$ cat config.mk
export PLATFORM = sky130hd
export DESIGN_NAME = cr16_controller
export DESIGN_NICKNAME = d
export VERILOG_FILES = /design/src/cr16_isa_pkg.sv /design/src/cr16_ctrl_pkg.sv /design/src/cr16_phase_fsm.sv /design/src/cr16_exec_decode.sv /design/src/cr16_alu_decode.sv /design/src/cr16_controller.sv
export SDC_FILE = /design/constraint.sdc
export NUM_CORES = 1
export LEC_CHECK = 0
export ABC_CLOCK_PERIOD_IN_PS = 1500
export BUFFER_PORTS_ARGS = -buffer_cell sky130_fd_sc_hd__buf_2
export CAP_MARGIN = 0
export CORE_AREA = 2 2 39 41
export DETAILED_ROUTE_END_ITERATION = 8
export DIE_AREA = 0 0 41 43
export PLACE_DENSITY = 0.85
export SLEW_MARGIN = 20
export SYNTH_ARGS = -nofsm -noshare
export SYNTH_HDL_FRONTEND = slang
export SYNTH_SLANG_ARGS = --single-unit
$ cat constraint.sdc
create_clock -name clk -period 1.5 [get_ports clk]
set_clock_uncertainty 0.2 [all_clocks]
set_input_delay 0 -clock clk [delete_from_list [all_inputs] [get_ports clk]]
set_output_delay 0 -clock clk [all_outputs]
set_load 0.02 [all_outputs]
$ cat src/cr16_isa_pkg.sv
// instruction set encodings of the CR16 subset seen by the controller
// extension enums list only the codes that are decoded, any other code means no action
// shift extensions are matched on all four bits, the lsb is not treated as a don't care
package cr16_isa_pkg;

  // opcode and opcode extension share one field width
  localparam int OPCODE_W = 4;

  // ********************
  // major opcodes
  // ********************

  // 0110, 0111 and 1010 are immediate forms that the datapath lacks
  typedef enum logic [OPCODE_W-1:0] {
    OP_RS_RD   = 4'b0000,
    OP_ANDI    = 4'b0001,
    OP_ORI     = 4'b0010,
    OP_XORI    = 4'b0011,
    OP_LD_ST_J = 4'b0100,
    OP_ADDI    = 4'b0101,
    OP_SH      = 4'b1000,
    OP_SUBI    = 4'b1001,
    OP_CMPI    = 4'b1011,
    OP_BCOND   = 4'b1100,
    OP_MOVI    = 4'b1101,
    OP_MULI    = 4'b1110,
    OP_LUI     = 4'b1111
  } opcode_e;

  // ********************
  // opcode extensions
  // ********************

  // Rsrc/Rdest forms under OP_RS_RD
  typedef enum logic [OPCODE_W-1:0] {
    EXT_AND = 4'b0001,
    EXT_OR  = 4'b0010,
    EXT_XOR = 4'b0011,
    EXT_ADD = 4'b0101,
    EXT_SUB = 4'b1001,
    EXT_CMP = 4'b1011,
    EXT_MOV = 4'b1101,
    EXT_MUL = 4'b1110
  } rs_rd_ext_e;

  // shifts under OP_SH, the I forms take the amount from the immediate
  typedef enum logic [OPCODE_W-1:0] {
    EXT_LSHI  = 4'b0000,
    EXT_ASHUI = 4'b0010,
    EXT_LSH   = 4'b0100,
    EXT_ASHU  = 4'b0110
  } shift_ext_e;

  // memory and jump forms under OP_LD_ST_J
  typedef enum logic [OPCODE_W-1:0] {
    EXT_LOAD  = 4'b0000,
    EXT_STOR  = 4'b0100,
    EXT_JAL   = 4'b1000,
    EXT_JCOND = 4'b1100
  } ld_st_j_ext_e;

  // alu function select as seen by the datapath alu
  typedef enum logic [3:0] {
    ALU_ADD = 4'b0000,
    ALU_SUB = 4'b0001,
    ALU_AND = 4'b0010,
    ALU_OR  = 4'b0011,
    ALU_XOR = 4'b0100,
    ALU_NOT = 4'b0101,
    ALU_LSH = 4'b0110,
    ALU_ASH = 4'b0111,
    ALU_MUL = 4'b1000
  } alu_func_e;

endpackage

$ cat src/cr16_ctrl_pkg.sv
// control side types of the CR16 controller
// exec_ctrl_t is 10 bits and alu_ctrl_t is 5 bits, the datapath depends on this layout
package cr16_ctrl_pkg;

  // ********************
  // phase and selects
  // ********************

  // IDLE is only seen during and right after reset
  typedef enum logic [1:0] {
    IDLE    = 2'b00,
    FETCH   = 2'b01,
    EXECUTE = 2'b10
  } phase_e;

  // source of the register file write data
  typedef enum logic [2:0] {
    WB_ALU = 3'h0,
    WB_MEM = 3'h1,
    WB_REG = 3'h2,
    WB_IMM = 3'h3,
    WB_PC  = 3'h4
  } wb_sel_e;

  // next pc computation
  typedef enum logic [1:0] {
    PC_INCREMENT = 2'b00,
    PC_OFFSET    = 2'b01,
    PC_ABSOLUTE  = 2'b10
  } pc_mode_e;

  // alu second operand source
  localparam logic ALU_SRC_REG = 1'b0;
  localparam logic ALU_SRC_IMM = 1'b1;

  // ********************
  // control bundles
  // ********************

  // execute phase controls to the datapath and memory
  typedef struct packed {
    logic     reg_wr_en;
    logic     cmp_f_en;
    logic     of_f_en;
    logic     z_f_en;
    logic     mem_wr_en;
    pc_mode_e pc_addr_mode;
    wb_sel_e  write_back_sel;
  } exec_ctrl_t;

  // alu controls, valid in every phase
  typedef struct packed {
    logic                    alu_src;
    cr16_isa_pkg::alu_func_e alu_sel;
  } alu_ctrl_t;

  // no writes, no flags, pc increments, write back from alu
  localparam exec_ctrl_t EXEC_CTRL_DEFAULT = '{
    reg_wr_en:      1'b0,
    cmp_f_en:       1'b0,
    of_f_en:        1'b0,
    z_f_en:         1'b0,
    mem_wr_en:      1'b0,
    pc_addr_mode:   PC_INCREMENT,
    write_back_sel: WB_ALU
  };

  // register operand with add, used for anything that skips the alu
  localparam alu_ctrl_t ALU_CTRL_DEFAULT = '{
    alu_src: ALU_SRC_REG,
    alu_sel: cr16_isa_pkg::ALU_ADD
  };

endpackage

$ cat src/cr16_phase_fsm.sv
// two phase sequencer, every instruction takes one fetch and one execute cycle
// decoded controls reach the outputs only in execute, other phases give the default
`timescale 1ns/1ns

module cr16_phase_fsm (
  input  logic                      clk,
  input  logic                      reset_n,
  input  cr16_ctrl_pkg::exec_ctrl_t decoded,
  output cr16_ctrl_pkg::exec_ctrl_t exec,
  output logic                      pc_en,
  output logic                      instr_en,
  output logic                      next_instr
);

  cr16_ctrl_pkg::phase_e phase;
  cr16_ctrl_pkg::phase_e phase_nxt;
  logic                  in_fetch;
  logic                  in_execute;

  // ********************
  // phase register
  // ********************

  always_ff @(posedge clk) begin
    if (!reset_n) begin
      phase <= cr16_ctrl_pkg::IDLE;
    end else begin
      phase <= phase_nxt;
    end
  end

  // idle leaves to fetch, then fetch and execute alternate
  always_comb begin
    case (phase)
      cr16_ctrl_pkg::FETCH:   phase_nxt = cr16_ctrl_pkg::EXECUTE;
      cr16_ctrl_pkg::EXECUTE: phase_nxt = cr16_ctrl_pkg::FETCH;
      default:                phase_nxt = cr16_ctrl_pkg::FETCH;
    endcase
  end

  // ********************
  // strobes and gating
  // ********************

  assign in_fetch   = (phase == cr16_ctrl_pkg::FETCH);
  assign in_execute = (phase == cr16_ctrl_pkg::EXECUTE);

  // fetch loads the instruction register with pc as memory address
  assign instr_en   = in_fetch;
  assign next_instr = in_fetch;
  // pc advances at the end of execute
  assign pc_en      = in_execute;
  assign exec       = in_execute ? decoded : cr16_ctrl_pkg::EXEC_CTRL_DEFAULT;

endmodule

$ cat src/cr16_exec_decode.sv
// combinational decode of the execute phase controls, no phase gating in here
// undecoded opcodes and extensions give the all inactive default
`timescale 1ns/1ns

module cr16_exec_decode (
  input  logic [cr16_isa_pkg::OPCODE_W-1:0] opcode,
  input  logic [cr16_isa_pkg::OPCODE_W-1:0] opcode_ext,
  input  logic                              cmp_result,
  output cr16_ctrl_pkg::exec_ctrl_t         decoded
);

  cr16_isa_pkg::opcode_e      op;
  cr16_isa_pkg::rs_rd_ext_e   rs_ext;
  cr16_isa_pkg::ld_st_j_ext_e mem_ext;

  // typed views of the instruction fields
  assign op      = cr16_isa_pkg::opcode_e'(opcode);
  assign rs_ext  = cr16_isa_pkg::rs_rd_ext_e'(opcode_ext);
  assign mem_ext = cr16_isa_pkg::ld_st_j_ext_e'(opcode_ext);

  always_comb begin
    decoded = cr16_ctrl_pkg::EXEC_CTRL_DEFAULT;
    case (op)
      // ********************
      // register forms
      // ********************
      cr16_isa_pkg::OP_RS_RD: begin
        case (rs_ext)
          // logic ops and multiply only report zero
          cr16_isa_pkg::EXT_AND,
          cr16_isa_pkg::EXT_OR,
          cr16_isa_pkg::EXT_MUL: begin
            decoded.reg_wr_en = 1'b1;
            decoded.z_f_en    = 1'b1;
          end
          cr16_isa_pkg::EXT_ADD: begin
            decoded.reg_wr_en = 1'b1;
            decoded.z_f_en    = 1'b1;
            decoded.of_f_en   = 1'b1;
          end
          // sub updates every flag
          cr16_isa_pkg::EXT_SUB: begin
            decoded.reg_wr_en = 1'b1;
            decoded.z_f_en    = 1'b1;
            decoded.of_f_en   = 1'b1;
            decoded.cmp_f_en  = 1'b1;
          end
          // compare only sets flags, Rdest is left alone
          cr16_isa_pkg::EXT_CMP: begin
            decoded.z_f_en   = 1'b1;
            decoded.cmp_f_en = 1'b1;
          end
          // copy Rsrc straight into Rdest
          cr16_isa_pkg::EXT_MOV: begin
            decoded.reg_wr_en      = 1'b1;
            decoded.write_back_sel = cr16_ctrl_pkg::WB_REG;
          end
          // xor selects the alu but writes nothing
          default: ;
        endcase
      end
      // ********************
      // memory and jumps
      // ********************
      cr16_isa_pkg::OP_LD_ST_J: begin
        case (mem_ext)
          cr16_isa_pkg::EXT_LOAD: begin
            decoded.reg_wr_en      = 1'b1;
            decoded.write_back_sel = cr16_ctrl_pkg::WB_MEM;
          end
          cr16_isa_pkg::EXT_STOR: decoded.mem_wr_en = 1'b1;
          // link register gets the pc, target comes from Rtarget
          cr16_isa_pkg::EXT_JAL: begin
            decoded.reg_wr_en      = 1'b1;
            decoded.write_back_sel = cr16_ctrl_pkg::WB_PC;
            decoded.pc_addr_mode   = cr16_ctrl_pkg::PC_ABSOLUTE;
          end
          // taken jump goes absolute, otherwise fall through
          cr16_isa_pkg::EXT_JCOND: begin
            decoded.pc_addr_mode = cmp_result ? cr16_ctrl_pkg::PC_ABSOLUTE
                                              : cr16_ctrl_pkg::PC_INCREMENT;
          end
          default: ;
        endcase
      end
      // every shift writes its result, whatever the extension
      cr16_isa_pkg::OP_SH: decoded.reg_wr_en = 1'b1;
      // ********************
      // immediate forms
      // ********************
      cr16_isa_pkg::OP_ANDI,
      cr16_isa_pkg::OP_ORI,
      cr16_isa_pkg::OP_XORI,
      cr16_isa_pkg::OP_MULI: begin
        decoded.reg_wr_en = 1'b1;
        decoded.z_f_en    = 1'b1;
      end
      // subi leaves the compare flag alone, unlike sub
      cr16_isa_pkg::OP_ADDI,
      cr16_isa_pkg::OP_SUBI: begin
        decoded.reg_wr_en = 1'b1;
        decoded.z_f_en    = 1'b1;
        decoded.of_f_en   = 1'b1;
      end
      cr16_isa_pkg::OP_CMPI: begin
        decoded.z_f_en   = 1'b1;
        decoded.cmp_f_en = 1'b1;
      end
      cr16_isa_pkg::OP_MOVI: begin
        decoded.reg_wr_en      = 1'b1;
        decoded.write_back_sel = cr16_ctrl_pkg::WB_IMM;
      end
      // taken branch adds the displacement to pc
      cr16_isa_pkg::OP_BCOND: begin
        decoded.pc_addr_mode = cmp_result ? cr16_ctrl_pkg::PC_OFFSET
                                          : cr16_ctrl_pkg::PC_INCREMENT;
      end
      // lui and the missing immediate opcodes do nothing
      default: ;
    endcase
  end

endmodule

$ cat src/cr16_alu_decode.sv
// alu function and operand source decode, combinational and independent of phase
// opcodes that skip the alu get a register operand with add
`timescale 1ns/1ns

module cr16_alu_decode (
  input  logic [cr16_isa_pkg::OPCODE_W-1:0] opcode,
  input  logic [cr16_isa_pkg::OPCODE_W-1:0] opcode_ext,
  output cr16_ctrl_pkg::alu_ctrl_t          alu
);

  cr16_isa_pkg::opcode_e    op;
  cr16_isa_pkg::rs_rd_ext_e rs_ext;
  cr16_isa_pkg::shift_ext_e sh_ext;

  assign op     = cr16_isa_pkg::opcode_e'(opcode);
  assign rs_ext = cr16_isa_pkg::rs_rd_ext_e'(opcode_ext);
  assign sh_ext = cr16_isa_pkg::shift_ext_e'(opcode_ext);

  always_comb begin
    alu = cr16_ctrl_pkg::ALU_CTRL_DEFAULT;
    case (op)
      // ********************
      // register operand
      // ********************
      cr16_isa_pkg::OP_RS_RD: begin
        case (rs_ext)
          cr16_isa_pkg::EXT_AND: alu.alu_sel = cr16_isa_pkg::ALU_AND;
          cr16_isa_pkg::EXT_OR:  alu.alu_sel = cr16_isa_pkg::ALU_OR;
          cr16_isa_pkg::EXT_XOR: alu.alu_sel = cr16_isa_pkg::ALU_XOR;
          cr16_isa_pkg::EXT_ADD: alu.alu_sel = cr16_isa_pkg::ALU_ADD;
          // compare is a subtract whose result is dropped
          cr16_isa_pkg::EXT_SUB,
          cr16_isa_pkg::EXT_CMP: alu.alu_sel = cr16_isa_pkg::ALU_SUB;
          cr16_isa_pkg::EXT_MUL: alu.alu_sel = cr16_isa_pkg::ALU_MUL;
          // mov bypasses the alu
          default:               alu.alu_sel = cr16_isa_pkg::ALU_ADD;
        endcase
      end
      // shift amount from immediate or from Rsrc
      cr16_isa_pkg::OP_SH: begin
        case (sh_ext)
          cr16_isa_pkg::EXT_LSHI: begin
            alu.alu_src = cr16_ctrl_pkg::ALU_SRC_IMM;
            alu.alu_sel = cr16_isa_pkg::ALU_LSH;
          end
          cr16_isa_pkg::EXT_ASHUI: begin
            alu.alu_src = cr16_ctrl_pkg::ALU_SRC_IMM;
            alu.alu_sel = cr16_isa_pkg::ALU_ASH;
          end
          cr16_isa_pkg::EXT_LSH:  alu.alu_sel = cr16_isa_pkg::ALU_LSH;
          cr16_isa_pkg::EXT_ASHU: alu.alu_sel = cr16_isa_pkg::ALU_ASH;
          // unknown shift keeps register source with add
          default: ;
        endcase
      end
      // ********************
      // immediate operand
      // ********************
      cr16_isa_pkg::OP_ANDI,
      cr16_isa_pkg::OP_ORI,
      cr16_isa_pkg::OP_XORI,
      cr16_isa_pkg::OP_ADDI,
      cr16_isa_pkg::OP_SUBI,
      cr16_isa_pkg::OP_CMPI,
      cr16_isa_pkg::OP_MULI: begin
        alu.alu_src = cr16_ctrl_pkg::ALU_SRC_IMM;
        case (op)
          cr16_isa_pkg::OP_ANDI: alu.alu_sel = cr16_isa_pkg::ALU_AND;
          cr16_isa_pkg::OP_ORI:  alu.alu_sel = cr16_isa_pkg::ALU_OR;
          cr16_isa_pkg::OP_XORI: alu.alu_sel = cr16_isa_pkg::ALU_XOR;
          cr16_isa_pkg::OP_MULI: alu.alu_sel = cr16_isa_pkg::ALU_MUL;
          cr16_isa_pkg::OP_SUBI,
          cr16_isa_pkg::OP_CMPI: alu.alu_sel = cr16_isa_pkg::ALU_SUB;
          default:               alu.alu_sel = cr16_isa_pkg::ALU_ADD;
        endcase
      end
      // loads, stores, jumps, branches, movi and lui skip the alu
      default: ;
    endcase
  end

endmodule

$ cat src/cr16_controller.sv
// CR16 control unit top, two cycles per instruction
// opcode, opcode_ext and cmp_result must hold steady over fetch and execute
`timescale 1ns/1ns

module cr16_controller (
  input  logic                              clk,
  input  logic                              reset_n,
  input  logic [cr16_isa_pkg::OPCODE_W-1:0] opcode,
  input  logic [cr16_isa_pkg::OPCODE_W-1:0] opcode_ext,
  input  logic                              cmp_result,
  output cr16_ctrl_pkg::exec_ctrl_t         exec,
  output cr16_ctrl_pkg::alu_ctrl_t          alu,
  output logic                              pc_en,
  output logic                              instr_en,
  output logic                              next_instr
);

  // ungated execute controls
  cr16_ctrl_pkg::exec_ctrl_t decoded;

  cr16_exec_decode i_exec_decode (
    .opcode     (opcode),
    .opcode_ext (opcode_ext),
    .cmp_result (cmp_result),
    .decoded    (decoded)
  );

  // sequencing and gating
  cr16_phase_fsm i_phase_fsm (
    .clk        (clk),
    .reset_n    (reset_n),
    .decoded    (decoded),
    .exec       (exec),
    .pc_en      (pc_en),
    .instr_en   (instr_en),
    .next_instr (next_instr)
  );

  // alu controls go straight out
  cr16_alu_decode i_alu_decode (
    .opcode     (opcode),
    .opcode_ext (opcode_ext),
    .alu        (alu)
  );

endmodule

==> results.md <==
- Via Count: slightly above 800
- Area Overhead vs Synth: 53.52%
- CTS tree: yes
- Clock-pin slew on the worst setup and hold paths: about 30 ps
- Core Util, Final: 63.02%
- Largest regs: i_phase_fsm.phase (2)
- GP Congestion: ~0.94
- Crit path DAT: about 1300 ps
- Synth Flop Type: dfxtp_1
- Share of the synthesized area in the top cell type: under 10%
- Failing checks: negative setup slack
- Final-stage net count: about 140
- Pins Over Slew Limit: 0
- Met2 WL: 918 um
- Final ANT Viol Nets: 0
- Final Hold Viols: 0
- Design Area, Final: just under 900 um2
- PortBufs: 28
- Initial antenna violation count: 0
- Ys async rst share: 0%
- DP HPWL: about 1300 um
- N_diodes: 0
- First-pass GRT wire length: 2967 um
- Critical Path Sink Type: output port
- Worst hold slack: about 140 ps
- Total Die Area: 0.001763 mm2
- Total iterations of the first detailed-routing run: 4
- CP Launch Type: register
- Htree depth: 1
- Die extent in x: a little over 40 um
- Layout cells sized above 1: around 44%
- Initial drt markers: 10
- CP Data Required Time: about 1300 ps
- Std-Cell Rows: 14
- Largest cells by area after synthesis: nand2b_1 (8.8%), dfxtp_1 (7.0%), nor2_1 (5.9%)
- Final Cycle Share: 101.8%
- EDFF count, synth: 0
- Worst setup slack after layout: -27.16 ps
- Die Y: ~43 um
- CTS Buf Count: 3
- Insertion delay to the later sink of the worst-skew pair: approximately 220 ps
- F_max: 0.6548 GHz
- Synthesized flop and latch total: 2
- Synth cell types: 34
- Largest net degree at the start of global routing: 19
- Post-DP Area: approximately 800 um2
- Average wire per standard cell: approximately 12 um
- Worst slew pin tran: between 200 and 300 ps
- Max layer used: met3
- Hold Crit Endpoint: exec[3]
- Critical Path Fanout Max: 4
- Clock root buffer: clkbuf_4
- Post-layout minimum cycle time: between 1500 and 2000 ps
- Number of flip-flops in the largest register: 2
- Post-synth top area cell: nand2b_1
- Synth Instances: 94
- Seq/Total Area, Yosys: 7.048%
- I/O pin count: 29
- M1 WL: 693 um
- Core box area: around 0.0014 mm2
- Vias in the first global route: between 700 and 800
- Max Buffers Root-to-Sink: 2
- Synth warn: 0
- Starting Density: about 41%
- Hold path startpoint: cmp_result
- HP Class: in2out
- RSZ-0062 raised after global routing: true
- GRT Total Usage: about a quarter
- Synthesized cell area: between 500 and 600 um2
- Critical path class: reg2out
- Postcts setup bufs: 0
- R2r startpoint: i_phase_fsm.phase[0]
- Syn avg cell area: between 6 and 7 um2
- # DRC: 0
- LEAKAGE: roughly 0.4 nW
- Status: finished, violations left
- Max_cap viols: 0
- Metal3 WL: 121 um
- Net count after synthesis: 105
- Pwr/cell area: about 440 mW/mm2
- Most flops, register: i_phase_fsm.phase
- Finish-stage setup viols: 2
- TritonCTS Sinks: 2
- Peak VDD IR: around 0.57 mV
- Via density: 5.768
- Relative slew slack: between 80% and 90%
- Final Power: 0.0003879 W
- Capture point of the worst reg-to-reg path: i_phase_fsm.phase[1]
- Worst reg-to-reg path cell count: 2
- Total Wirelength: 1732 um
- Hold Path Stages: 4
- R2R Setup Slk: about 530 ps
- GR Overflow Total: 0
-- cells by family (layout without fill, tap and decap cells) --
| family | after synthesis | count (layout) | share of synthesized area [%] |
|---|---|---|---|
| buffers and inverters | 17 | 49 | 13.88 |
| muxes | 1 | 1 | 1.982 |
| xor gates and xnor gates | 4 | 4 | 6.169 |
| and+or+nand+nor | 46 | 46 | 42.73 |
| AOI/OAI and AO/OA | 24 | 24 | 28.19 |
| DFF | 2 | 2 | 7.049 |
-- critical path, stage by stage, from the launching register on --
cell	delay, ps
dfxtp_1	300
nand2b_4	130
or3_4	400
o32ai_2	100
buf_4	180
-- cells in the final DEF, fill, tap and decap left out, drive strengths merged, types with 2 or more instances in the layout --
master,n
xor2,2
nand2b,8
o21ai,3
nand2,8
dfxtp,2
buf,41
nand3,3
clkbuf,3
a21oi,5
nor2,9
or4b,2
o22ai,3
nor2b,2
a211oi,2
or3,2
a22oi,2
nor3,6
xnor2,2
inv,4
nor4,2
a31oi,5
-- layer usage --
metal	global-route usage (%)	up-vias
met4	9.333	0
met1	31.31	378
met5	0	-
met3	3.141	0
li1	-	404
met2	37.19	37
-- worst max-delay path by stage --
stage                     cells after the start  endpoint                 start
after detailed placement                      5    alu[3]             opcode[2]
after CTS                                     4   exec[0]  i_phase_fsm.phase[0]
after global placement                        5    alu[3]             opcode[2]
after floorplan                               4   exec[4]  i_phase_fsm.phase[0]
after global routing                          4   exec[0]  i_phase_fsm.phase[0]
final                                         4   exec[0]  i_phase_fsm.phase[0]
-- per-stage QoR --
step / worst slack, ps / cells / setup TNS, ps
5_1_grt: -74.74 / 142 / -218.7
2_1_floorplan: -50.56 / 94 / -155.5
4_1_cts: -27.41 / 142 / -48.40
6_report: -27.16 / 142 / -48.14
3_3_place_gp: 3.747 / 138 / 0
3_5_place_dp: -35.62 / 138 / -36.23
-- what timing repair did --
item,in CTS,in global routing
resized for setup,6,10
hold buffers,1,0
hold endpoints to repair,2,0
pin swaps,4,2
setup endpoints to repair,6,8
-- power breakdown --
part | internal [W] | switching [W] | total [W]
registers | 0.0000580 | 0.00000256 | 0.0000605
clock network | 0.0000882 | 0.0000295 | 0.000118
logic | 0.0000893 | 0.000120 | 0.000210
total | 0.000235 | 0.000152 | 0.000388
-- final cells by class --
type | instances | area [um2]
clock buffer | 3 | 22.52
fill | 125 | 511.7
inverter | 4 | 15.01
multi-input combinational | 75 | 504.2
sequential | 2 | 41.29
tap | 16 | 20.02
timing repair buffer | 42 | 269.0
-- cells in the mapped netlist (2+ instances only) --
| library cell | number |
|---|---|
| nand2_1 | 8 |
| or4b_1 | 2 |
| nor2_1 | 9 |
| or3_1 | 2 |
| xnor2_1 | 2 |
| nand2b_1 | 8 |
| a211oi_1 | 2 |
| nor4_1 | 2 |
| clkbuf_1 | 6 |
| a21oi_1 | 4 |
| o22ai_1 | 3 |
| a22oi_1 | 2 |
| buf_2 | 3 |
| a31oi_1 | 5 |
| o21ai_0 | 3 |
| buf_1 | 2 |
| nor3_1 | 6 |
| xor2_1 | 2 |
| inv_1 | 4 |
| nand3_1 | 3 |
| nor2b_1 | 2 |
| dfxtp_1 | 2 |
No activity file was read; power rests on OpenSTA's default activity.
